File: src/design/cpu_config.svh
// memory map and start values for the RV32I core
// RAM is 128 KB from address zero, I/O sits where address bits 17:16 are set
`ifndef CPU_CONFIG_SVH
`define CPU_CONFIG_SVH

// first byte above RAM
`define RAM_TOP      32'h0002_0000

// output character port and program stop port
`define IO_OUT_ADDR  32'h0003_0000
`define IO_STOP_ADDR 32'h0003_0004

// fetch start and the register shown on the debug port (a0)
`define RESET_PC     32'h0000_0000
`define DBG_REG      5'd10

`endif
File: src/design/cpu_pkg.sv
// shared types for the multicycle RV32I core
// only the operations in opcode_e are executed, anything else runs as OP_NOP
`default_nettype none

package cpu_pkg;

    // supported operations
    typedef enum logic [3:0] {
        OP_NOP,
        OP_LUI,
        OP_JAL,
        OP_BEQ,
        OP_BNE,
        OP_ADDI,
        OP_ADD,
        OP_SUB,
        OP_AND,
        OP_OR,
        OP_XOR,
        OP_SLT,
        OP_LW,
        OP_SW,
        OP_SB
    } opcode_e;

    typedef enum logic [2:0] {
        EX_IDLE,
        EX_READ,
        EX_ALU,
        EX_MEM,
        EX_WB
    } exec_state_e;

    typedef enum logic [1:0] {
        MC_IDLE,
        MC_FETCH,
        MC_DATA
    } mc_state_e;

    // one access on the byte bus, len counts bytes (1 or 4)
    typedef struct packed {
        logic        en;
        logic        wr;
        logic [2:0]  len;
        logic [31:0] addr;
        logic [31:0] data;
    } mem_req_t;

    typedef struct packed {
        opcode_e     op;
        logic [4:0]  rd;
        logic [4:0]  rs1;
        logic [4:0]  rs2;
        logic [31:0] imm;
        logic [31:0] pc;
    } decoded_t;

endpackage

`default_nettype wire

File: src/design/cpu.sv
// RV32I multicycle core with a byte-wide memory bus
// all state freezes while rdy_in is low; I/O reads are not supported
`default_nettype none

module cpu
    import cpu_pkg::*;
(
    input  logic        clk_in,
    input  logic        rst,
    input  logic        rdy_in,
    input  logic [7:0]  mem_din,
    output logic [7:0]  mem_dout,
    output logic [31:0] mem_a,
    output logic        mem_wr,
    input  logic        io_buffer_full,
    output logic [31:0] dbgreg_dout
);

    mem_req_t    fetch_req;
    mem_req_t    data_req;
    logic        fetch_done;
    logic [31:0] fetch_word;
    logic        data_done;
    logic [31:0] load_word;
    logic        dec_en;
    logic [31:0] dec_inst;
    logic [31:0] dec_pc;
    logic        issue_en;
    decoded_t    issue;
    logic [4:0]  rs1;
    logic [4:0]  rs2;
    logic [31:0] rs1_val;
    logic [31:0] rs2_val;
    logic        wb_en;
    logic [4:0]  wb_rd;
    logic [31:0] wb_val;
    logic        retire_en;
    logic [31:0] next_pc;

    memctrl memctrl (
        .clk_in(clk_in),
        .rst(rst),
        .rdy_in(rdy_in),
        .io_buffer_full(io_buffer_full),
        .fetch_req(fetch_req),
        .data_req(data_req),
        .mem_din(mem_din),
        .mem_dout(mem_dout),
        .mem_a(mem_a),
        .mem_wr(mem_wr),
        .fetch_done(fetch_done),
        .fetch_word(fetch_word),
        .data_done(data_done),
        .load_word(load_word)
    );

    fetcher fetcher (
        .clk_in(clk_in),
        .rst(rst),
        .rdy_in(rdy_in),
        .fetch_req(fetch_req),
        .fetch_done(fetch_done),
        .fetch_word(fetch_word),
        .retire_en(retire_en),
        .next_pc(next_pc),
        .dec_en(dec_en),
        .dec_inst(dec_inst),
        .dec_pc(dec_pc)
    );

    decoder decoder (
        .clk_in(clk_in),
        .rst(rst),
        .rdy_in(rdy_in),
        .dec_en(dec_en),
        .dec_inst(dec_inst),
        .dec_pc(dec_pc),
        .issue_en(issue_en),
        .issue(issue)
    );

    regfile regfile (
        .clk_in(clk_in),
        .rst(rst),
        .rdy_in(rdy_in),
        .rs1(rs1),
        .rs2(rs2),
        .rs1_val(rs1_val),
        .rs2_val(rs2_val),
        .wb_en(wb_en),
        .wb_rd(wb_rd),
        .wb_val(wb_val),
        .dbg_val(dbgreg_dout)
    );

    execute execute (
        .clk_in(clk_in),
        .rst(rst),
        .rdy_in(rdy_in),
        .issue_en(issue_en),
        .issue(issue),
        .rs1(rs1),
        .rs2(rs2),
        .rs1_val(rs1_val),
        .rs2_val(rs2_val),
        .wb_en(wb_en),
        .wb_rd(wb_rd),
        .wb_val(wb_val),
        .data_req(data_req),
        .data_done(data_done),
        .load_word(load_word),
        .retire_en(retire_en),
        .next_pc(next_pc)
    );

endmodule

`default_nettype wire

File: src/design/execute.sv
// multicycle execute: READ, ALU, MEM for loads and stores, then WB and retire
// holds one instruction at a time, a new issue is taken only in EX_IDLE
`default_nettype none

module execute
    import cpu_pkg::*;
(
    input  logic        clk_in,
    input  logic        rst,
    input  logic        rdy_in,
    input  logic        issue_en,
    input  decoded_t    issue,
    output logic [4:0]  rs1,
    output logic [4:0]  rs2,
    input  logic [31:0] rs1_val,
    input  logic [31:0] rs2_val,
    output logic        wb_en,
    output logic [4:0]  wb_rd,
    output logic [31:0] wb_val,
    output mem_req_t    data_req,
    input  logic        data_done,
    input  logic [31:0] load_word,
    output logic        retire_en,
    output logic [31:0] next_pc
);

    exec_state_e state;
    decoded_t    inst;
    logic [31:0] op_a;
    logic [31:0] op_b;
    logic [31:0] alu_out;
    logic [31:0] result;
    logic [31:0] target;
    logic        taken;
    logic        is_store;
    logic        is_mem;
    logic        writes_rd;
    logic        req_en;

    assign rs1 = inst.rs1;
    assign rs2 = inst.rs2;

    assign is_store  = (inst.op == OP_SW) || (inst.op == OP_SB);
    assign is_mem    = is_store || (inst.op == OP_LW);
    assign writes_rd = !is_store && !(inst.op inside {OP_NOP, OP_BEQ, OP_BNE});

    // result holds the effective address while in EX_MEM
    assign data_req = '{en: req_en, wr: is_store, len: (inst.op == OP_SB) ? 3'd1 : 3'd4,
                        addr: result, data: op_b};

    assign wb_en     = (state == EX_WB) && writes_rd;
    assign wb_rd     = inst.rd;
    assign wb_val    = result;
    assign retire_en = (state == EX_WB);

    always_comb begin
        case (inst.op)
            OP_LUI:  alu_out = inst.imm;
            OP_JAL:  alu_out = inst.pc + 32'd4;
            OP_ADD:  alu_out = op_a + op_b;
            OP_SUB:  alu_out = op_a - op_b;
            OP_AND:  alu_out = op_a & op_b;
            OP_OR:   alu_out = op_a | op_b;
            OP_XOR:  alu_out = op_a ^ op_b;
            OP_SLT:  alu_out = {31'd0, $signed(op_a) < $signed(op_b)};
            // ADDI, and the address of loads and stores
            default: alu_out = op_a + inst.imm;
        endcase
    end

    // branch and jump target, otherwise fall through
    assign taken  = (inst.op == OP_JAL)
                 || (inst.op == OP_BEQ && op_a == op_b)
                 || (inst.op == OP_BNE && op_a != op_b);
    assign target = taken ? inst.pc + inst.imm : inst.pc + 32'd4;

    always_ff @(posedge clk_in) begin
        if (rst) begin
            state  <= EX_IDLE;
            req_en <= 1'b0;
        end else if (rdy_in) begin
            req_en <= 1'b0;
            case (state)
                EX_IDLE: begin
                    if (issue_en) begin
                        inst  <= issue;
                        state <= EX_READ;
                    end
                end
                EX_READ: begin
                    op_a  <= rs1_val;
                    op_b  <= rs2_val;
                    state <= EX_ALU;
                end
                EX_ALU: begin
                    result  <= alu_out;
                    next_pc <= target;
                    if (is_mem) begin
                        req_en <= 1'b1;
                        state  <= EX_MEM;
                    end else begin
                        state <= EX_WB;
                    end
                end
                EX_MEM: begin
                    if (data_done) begin
                        if (!is_store)
                            result <= load_word;
                        state <= EX_WB;
                    end
                end
                default: state <= EX_IDLE;
            endcase
        end
    end

endmodule

`default_nettype wire

File: src/design/regfile.sv
// 32 x 32 integer register file, two combinational reads and one write
// x0 is never written, so it reads as zero from reset on
`default_nettype none
`include "cpu_config.svh"

module regfile (
    input  logic        clk_in,
    input  logic        rst,
    input  logic        rdy_in,
    input  logic [4:0]  rs1,
    input  logic [4:0]  rs2,
    output logic [31:0] rs1_val,
    output logic [31:0] rs2_val,
    input  logic        wb_en,
    input  logic [4:0]  wb_rd,
    input  logic [31:0] wb_val,
    output logic [31:0] dbg_val
);

    logic [31:0] regs [32];

    assign rs1_val = regs[rs1];
    assign rs2_val = regs[rs2];

    // a0 mirrored for the debug port
    assign dbg_val = regs[`DBG_REG];

    always_ff @(posedge clk_in) begin
        if (rst) begin
            for (int i = 0; i < 32; i++)
                regs[i] <= 32'd0;
        end else if (rdy_in && wb_en && wb_rd != 5'd0) begin
            regs[wb_rd] <= wb_val;
        end
    end

endmodule

`default_nettype wire

File: src/design/decoder.sv
// RV32I decode stage, one register between fetch and execute
// encodings outside the supported subset decode to OP_NOP
`default_nettype none

module decoder
    import cpu_pkg::*;
(
    input  logic        clk_in,
    input  logic        rst,
    input  logic        rdy_in,
    input  logic        dec_en,
    input  logic [31:0] dec_inst,
    input  logic [31:0] dec_pc,
    output logic        issue_en,
    output decoded_t    issue
);

    logic [6:0] opcode;
    logic [2:0] funct3;
    logic [6:0] funct7;
    decoded_t   dec;

    assign opcode = dec_inst[6:0];
    assign funct3 = dec_inst[14:12];
    assign funct7 = dec_inst[31:25];

    always_comb begin
        dec.op  = OP_NOP;
        dec.rd  = dec_inst[11:7];
        dec.rs1 = dec_inst[19:15];
        dec.rs2 = dec_inst[24:20];
        dec.pc  = dec_pc;
        // I-type immediate unless the format says otherwise
        dec.imm = {{20{dec_inst[31]}}, dec_inst[31:20]};
        case (opcode)
            7'b0110111: begin
                dec.op  = OP_LUI;
                dec.imm = {dec_inst[31:12], 12'd0};
            end
            7'b1101111: begin
                dec.op  = OP_JAL;
                dec.imm = {{12{dec_inst[31]}}, dec_inst[19:12], dec_inst[20],
                           dec_inst[30:21], 1'b0};
            end
            7'b1100011: begin
                dec.imm = {{20{dec_inst[31]}}, dec_inst[7], dec_inst[30:25],
                           dec_inst[11:8], 1'b0};
                if (funct3 == 3'b000)
                    dec.op = OP_BEQ;
                else if (funct3 == 3'b001)
                    dec.op = OP_BNE;
            end
            7'b0010011: begin
                if (funct3 == 3'b000)
                    dec.op = OP_ADDI;
            end
            7'b0000011: begin
                if (funct3 == 3'b010)
                    dec.op = OP_LW;
            end
            7'b0100011: begin
                dec.imm = {{20{dec_inst[31]}}, dec_inst[31:25], dec_inst[11:7]};
                if (funct3 == 3'b010)
                    dec.op = OP_SW;
                else if (funct3 == 3'b000)
                    dec.op = OP_SB;
            end
            7'b0110011: begin
                case ({funct7, funct3})
                    10'b0000000_000: dec.op = OP_ADD;
                    10'b0100000_000: dec.op = OP_SUB;
                    10'b0000000_111: dec.op = OP_AND;
                    10'b0000000_110: dec.op = OP_OR;
                    10'b0000000_100: dec.op = OP_XOR;
                    10'b0000000_010: dec.op = OP_SLT;
                    default:         dec.op = OP_NOP;
                endcase
            end
            default: dec.op = OP_NOP;
        endcase
    end

    always_ff @(posedge clk_in) begin
        if (rst) begin
            issue_en <= 1'b0;
        end else if (rdy_in) begin
            issue_en <= dec_en;
            if (dec_en)
                issue <= dec;
        end
    end

endmodule

`default_nettype wire

File: src/design/fetcher.sv
// instruction fetch for the single-issue core
// the next fetch starts only after the previous instruction retires
`default_nettype none
`include "cpu_config.svh"

module fetcher
    import cpu_pkg::*;
(
    input  logic        clk_in,
    input  logic        rst,
    input  logic        rdy_in,
    output mem_req_t    fetch_req,
    input  logic        fetch_done,
    input  logic [31:0] fetch_word,
    input  logic        retire_en,
    input  logic [31:0] next_pc,
    output logic        dec_en,
    output logic [31:0] dec_inst,
    output logic [31:0] dec_pc
);

    logic [31:0] pc;
    logic        need_fetch;

    // one-cycle word request, memctrl is idle whenever it is raised
    assign fetch_req = '{en: need_fetch, wr: 1'b0, len: 3'd4, addr: pc, data: 32'd0};

    always_ff @(posedge clk_in) begin
        if (rst) begin
            pc         <= `RESET_PC;
            need_fetch <= 1'b1;
            dec_en     <= 1'b0;
        end else if (rdy_in) begin
            dec_en     <= fetch_done;
            need_fetch <= 1'b0;
            if (fetch_done) begin
                dec_inst <= fetch_word;
                dec_pc   <= pc;
            end
            // retired instruction hands back the pc to fetch next
            if (retire_en) begin
                pc         <= next_pc;
                need_fetch <= 1'b1;
            end
        end
    end

endmodule

`default_nettype wire

File: src/design/memctrl.sv
// byte sequencer between the core and the 8-bit memory bus, little-endian
// bus outputs follow registered state, except mem_wr to the output port
`default_nettype none
`include "cpu_config.svh"

module memctrl
    import cpu_pkg::*;
(
    input  logic        clk_in,
    input  logic        rst,
    input  logic        rdy_in,
    input  logic        io_buffer_full,
    input  mem_req_t    fetch_req,
    input  mem_req_t    data_req,
    input  logic [7:0]  mem_din,
    output logic [7:0]  mem_dout,
    output logic [31:0] mem_a,
    output logic        mem_wr,
    output logic        fetch_done,
    output logic [31:0] fetch_word,
    output logic        data_done,
    output logic [31:0] load_word
);

    mc_state_e   state;
    mem_req_t    req;
    logic [2:0]  cnt;
    logic [31:0] word;
    logic        io_hold;

    // UART full only stalls writes to the character port
    assign io_hold = req.wr && (req.addr == `IO_OUT_ADDR) && io_buffer_full;

    // byte cnt of the latched request is on the bus
    assign mem_a    = (state == MC_IDLE) ? 32'd0 : req.addr + {29'd0, cnt};
    assign mem_wr   = (state == MC_DATA) && req.wr && !io_hold;
    assign mem_dout = (state == MC_DATA && req.wr) ? req.data[8 * cnt[1:0] +: 8] : 8'd0;

    assign fetch_word = word;
    assign load_word  = word;

    always_ff @(posedge clk_in) begin
        if (rst) begin
            state      <= MC_IDLE;
            cnt        <= 3'd0;
            fetch_done <= 1'b0;
            data_done  <= 1'b0;
        end else if (rdy_in) begin
            fetch_done <= 1'b0;
            data_done  <= 1'b0;
            case (state)
                MC_IDLE: begin
                    cnt <= 3'd0;
                    // fetch first, the two never collide in practice
                    if (fetch_req.en) begin
                        req   <= fetch_req;
                        state <= MC_FETCH;
                    end else if (data_req.en) begin
                        req   <= data_req;
                        state <= MC_DATA;
                    end
                end
                default: begin
                    if (!req.wr) begin
                        // data for byte cnt-1 arrives one cycle behind its address
                        if (cnt != 3'd0)
                            word[{cnt[1:0] - 2'd1, 3'b000} +: 8] <= mem_din;
                        if (cnt == req.len) begin
                            state      <= MC_IDLE;
                            fetch_done <= (state == MC_FETCH);
                            data_done  <= (state == MC_DATA);
                        end else begin
                            cnt <= cnt + 3'd1;
                        end
                    end else if (!io_hold) begin
                        if (cnt == req.len - 3'd1) begin
                            state     <= MC_IDLE;
                            data_done <= 1'b1;
                        end else begin
                            cnt <= cnt + 3'd1;
                        end
                    end
                end
            endcase
        end
    end

endmodule

`default_nettype wire

File: config.mk
export PLATFORM = sky130hd
export DESIGN_NAME = cpu
export DESIGN_NICKNAME = d
export VERILOG_FILES = /design/src/design/cpu_pkg.sv /design/src/design/cpu.sv /design/src/design/execute.sv /design/src/design/regfile.sv /design/src/design/decoder.sv /design/src/design/fetcher.sv /design/src/design/memctrl.sv
export VERILOG_INCLUDE_DIRS = /design/src /design/src/design
export SDC_FILE = /design/constraint.sdc
export NUM_CORES = 2
export LEC_CHECK = 0
export ABC_CLOCK_PERIOD_IN_PS = 15500
export BUFFER_PORTS_ARGS = -buffer_cell sky130_fd_sc_hd__buf_2
export CORE_MARGIN = 3
export CORE_UTILIZATION = 50
export CTS_BUF_LIST = sky130_fd_sc_hd__clkbuf_8
export DETAILED_ROUTE_END_ITERATION = 10
export HOLD_SLACK_MARGIN = 0.03
export PLACE_DENSITY = 0.71
export RECOVER_POWER = 100
export SYNTH_ARGS = -nofsm -noshare
export SYNTH_HDL_FRONTEND = slang
export SYNTH_SLANG_ARGS = --single-unit
File: constraint.sdc
create_clock -name clk_in -period 15.5 [get_ports clk_in]
set_input_delay 1.55 -clock clk_in [delete_from_list [all_inputs] [get_ports clk_in]]
set_output_delay 1.55 -clock clk_in [all_outputs]
set_load 0.01 [all_outputs]
==> impl_metrics.ini <==
[outcome]
status = finished with violations
violations = capacitance limit, slew limit

[pwr]
vdd_drop_max_mv = 0.0980
power.leakage_nw = 30.7
finalPower_mw = 8.48
power_density_mw_per_mm2 = 96.4

[synth]
synth_top_area_share = 0.550
synth-adder-area-share = 0.0272
synth-xor-area-share = 0.0135
synth_top_family_by_area = multiplexers
yosys_register_bits = 1527
yosysMostFrequentCell = edfxtp_1
muxShareOfSynthArea = 0.201
yosysTopAreaCell = edfxtp_1
synthTopCellsByCount = edfxtp_1 (1481), and2_1 (1004), mux4_2 (648), clkbuf_1 (368), nor2_1 (284)
netlist_area_mm2 = 0.0808
ys.warnings.count = 0
synth.area.top_cells = edfxtp_1 (55%), mux4_2 (18%), and2_1 (7.8%), ha_1 (2.6%), mux2_2 (1.9%)
synth_compound_area_frac = 0.0455
synth-simple-area-share = 0.125
syn_inst = 5533
synth_enable_flop_cells = 1481
async_flop_share = 0
synth.distinct_cells = 90
synthFlopType = edfxtp_1
syn_avg_cell_area_um2 = 14.6
synth_seq_area_share = 0.562

[detailed_routing]
vias = 50832
drtAntennaViolNets = 0
drt-initial-drc-count = 6755
wl_met2_mm = 122
dr_wl_met3_mm = 26.8
top_layer_used = met5
first_pass_iters = 5
viasPerCell = 6.41
wirelength_mm = 255
wl_met1_mm = 89.5
drc_errors = 0
routedWlPerCell_um = 32.2

[global_route]
grt_pass1_vias = 50577
grt_usage = 0.304
grt_pass1_wl_mm = 361
grt.overflow.total = 0
antenna_found_initial = 27
grt_start_max_net_pins = 95

[final_layout]
regArea_mm2 = 0.0454
final_cells = 7931
finalNetCount = 5790
design_area_mm2 = 0.0880
syn_to_final_growth_pct = 8.88
fill_cells = 12877
drive_gt1_frac = 0.209
multiInputGateArea_mm2 = 0.0336

[floorplanning]
die_area_mm2 = 0.167
coreArea_mm2 = 0.159
die_w_um = 408
rows = 146
io_pins = 85
start_util = 0.507
fp.dieH_um = 408

[place]
place_hpwl_mm = 169
gp_congestion = 1.03
dpl.cell_count = 7476
io_buffers = 84
dpl_cell_area_mm2 = 0.0836

[sta]
hold_slack_ns = 0.373
slew-limit-headroom = -1.94
worstMarginPinSlew_ns = 4.40
post-route-period-util = 0.588
drv_slew = 2973
setup_viol = 0
hold_viol = 0
fmax_ghz = 0.110
rsz0062_at_grt = no
finalSetupTns_ns = 0
fin_crit_ns = 9.12
fin_skew_ns = 0.0717

[clock_network]
clkTransAtPathRegs_ns = 0.06
post_cts_buffers = 0
cts_htree_levels = 5
clockRootBuffer = clkbuf_8
max-clock-path-buffers = 4
holdBufCountCts = 0
insertion_delay_ns = 1.02
cts_resized = 0
cts_buffers = 274
cts_tree = yes
cts.sinks = 1527

[worst_setup_path]
r2r_cells = 9
reg2reg_from = execute.state[0]$_SDFFE_PP0P_
crit_type = input pin to flop
crit_required_ns = 15.99
path_max_fanout = 34
crit_arrival_ns = 9.61
r2r-end = regfile.regs[18][18]$_SDFFCE_PN0P_
reg2reg_slack_ns = 6.91
cp-end-kind = flop
start_kind = input pin

[hold_path]
min_to = execute.inst[41]$_DFFE_PP_
min_from = decoder.issue[41]$_DFFE_PP_
min_path_cells = 0
hold_path.class = flop to flop

[run]
cap_violations = 83
[critical path: stages]
cell and delay (ns):
clkbuf_1 0.54, nand3_1 0.17, clkbuf_1 0.80, nor2_1 0.94, o311ai_0 0.62, or2_0 0.68, nor2_4 0.19, clkbuf_1 1.46
or2_0 2.57
[worst max path at each step]
stage / start / to / slack (ns) / cells after the start
after floorplan: rst / execute.op_a[0]$_DFFE_PP_ / 6.87 / 3
after global placement: rdy_in / regfile.regs[13][24]$_SDFFCE_PN0P_ / 9.73 / 8
after detailed placement: rdy_in / regfile.regs[7][15]$_SDFFCE_PN0P_ / 9.65 / 7
after CTS: memctrl.cnt[1]$_SDFFE_PP0P_ / mem_a[26] / 9.97 / 10
after global routing: execute.rs2[0]$_DFFE_PP_ / execute.op_b[0]$_DFFE_PP_ / 6.18 / 6
final: rdy_in / regfile.regs[18][18]$_SDFFCE_PN0P_ / 6.38 / 9
[per-stage QoR]
step	worst slack, ns	utilization
6_report	6.38	0.552
5_1_grt	6.18	0.552
4_1_cts	9.97	0.554
3_5_place_dp	9.65	0.524
3_3_place_gp	9.73	0.524
2_1_floorplan	6.87	-
[cells by family (layout without fill, tap and decap cells)]
family	count (synthesis)	after routing
simple gates	1807	1807
mux	797	797
buf+inv	553	767
compound gates	549	549
fa+ha+maj	174	174
flops	1527	1527
xor+xnor	125	125
other cells	1	39
[per-layer routing]
metal  GRT usage  up-vias
li1            -    21224
met1       0.377    25877
met5           0        -
met2       0.492     2991
met4       0.166       12
met3      0.0761      728
[cell usage in the layout (no fill, tap or decap), types with 13 or more instances in the layout]
master | netlist | final
or2_0 | 0 | 29
clkbuf_8 | 0 | 281
nor4_1 | 18 | 18
clkinv_1 | 0 | 56
xnor2_1 | 58 | 58
and2_0 | 0 | 571
a21o_1 | 54 | 54
a211oi_1 | 19 | 19
and3_1 | 26 | 26
nor2_4 | 0 | 16
mux2_2 | 134 | 82
nor3_1 | 44 | 39
o21ai_0 | 94 | 102
dfxtp_1 | 46 | 45
mux2i_1 | 15 | 15
mux2_1 | 0 | 52
nand3_1 | 48 | 48
nand2_1 | 193 | 193
or3_1 | 22 | 22
xor2_1 | 67 | 67
buf_4 | 1 | 65
ha_1 | 168 | 168
conb_1 | 1 | 32
inv_1 | 111 | 173
a22oi_1 | 14 | 14
nand4_1 | 20 | 20
a21oi_1 | 160 | 159
clkbuf_1 | 368 | 128
and2_1 | 1004 | 433
mux4_2 | 648 | 648
nor2_1 | 284 | 260
o21a_1 | 21 | 21
clkinv_2 | 0 | 30
o211ai_1 | 21 | 21
edfxtp_1 | 1481 | 1481
nor2b_1 | 40 | 39
o21bai_1 | 13 | 13
a221oi_1 | 23 | 25
nand2b_1 | 30 | 30
[registers in the layout (all words and copies together), names as in the netlist, 2 cells and up]
register / count
fetcher.pc: 32
fetcher.dec_pc: 32
execute.inst: 68
execute.wb_rd: 5
execute.next_pc: 32
execute.op_a: 32
memctrl.req: 67
regfile.regs: 1024
decoder.issue: 83
execute.rs2: 5
memctrl.state: 2
execute.rs1: 5
execute.state: 3
memctrl.fetch_word: 32
memctrl.cnt: 3
execute.wb_val: 32
execute.op_b: 32
fetcher.dec_inst: 32
[report_power, final]
part	internal, mW	total, mW	switching, mW
logic	0.117	0.294	0.178
clock network	1.82	3.51	1.68
registers	4.62	4.68	0.0610
[layout make-up]
| class | instances | area share |
|---|---|---|
| well taps | 2146 | 0.0305 |
| inverters | 111 | 0.00473 |
| multi-input cells | 3484 | 0.382 |
| clock buffers | 281 | 0.0439 |
| repair buffers | 208 | 0.0125 |
| diodes | 7 | 0.000199 |
| flip-flops and latches | 1527 | 0.516 |
| clock inverters | 167 | 0.0107 |
Note: power is estimated with default switching activity, not from simulation.
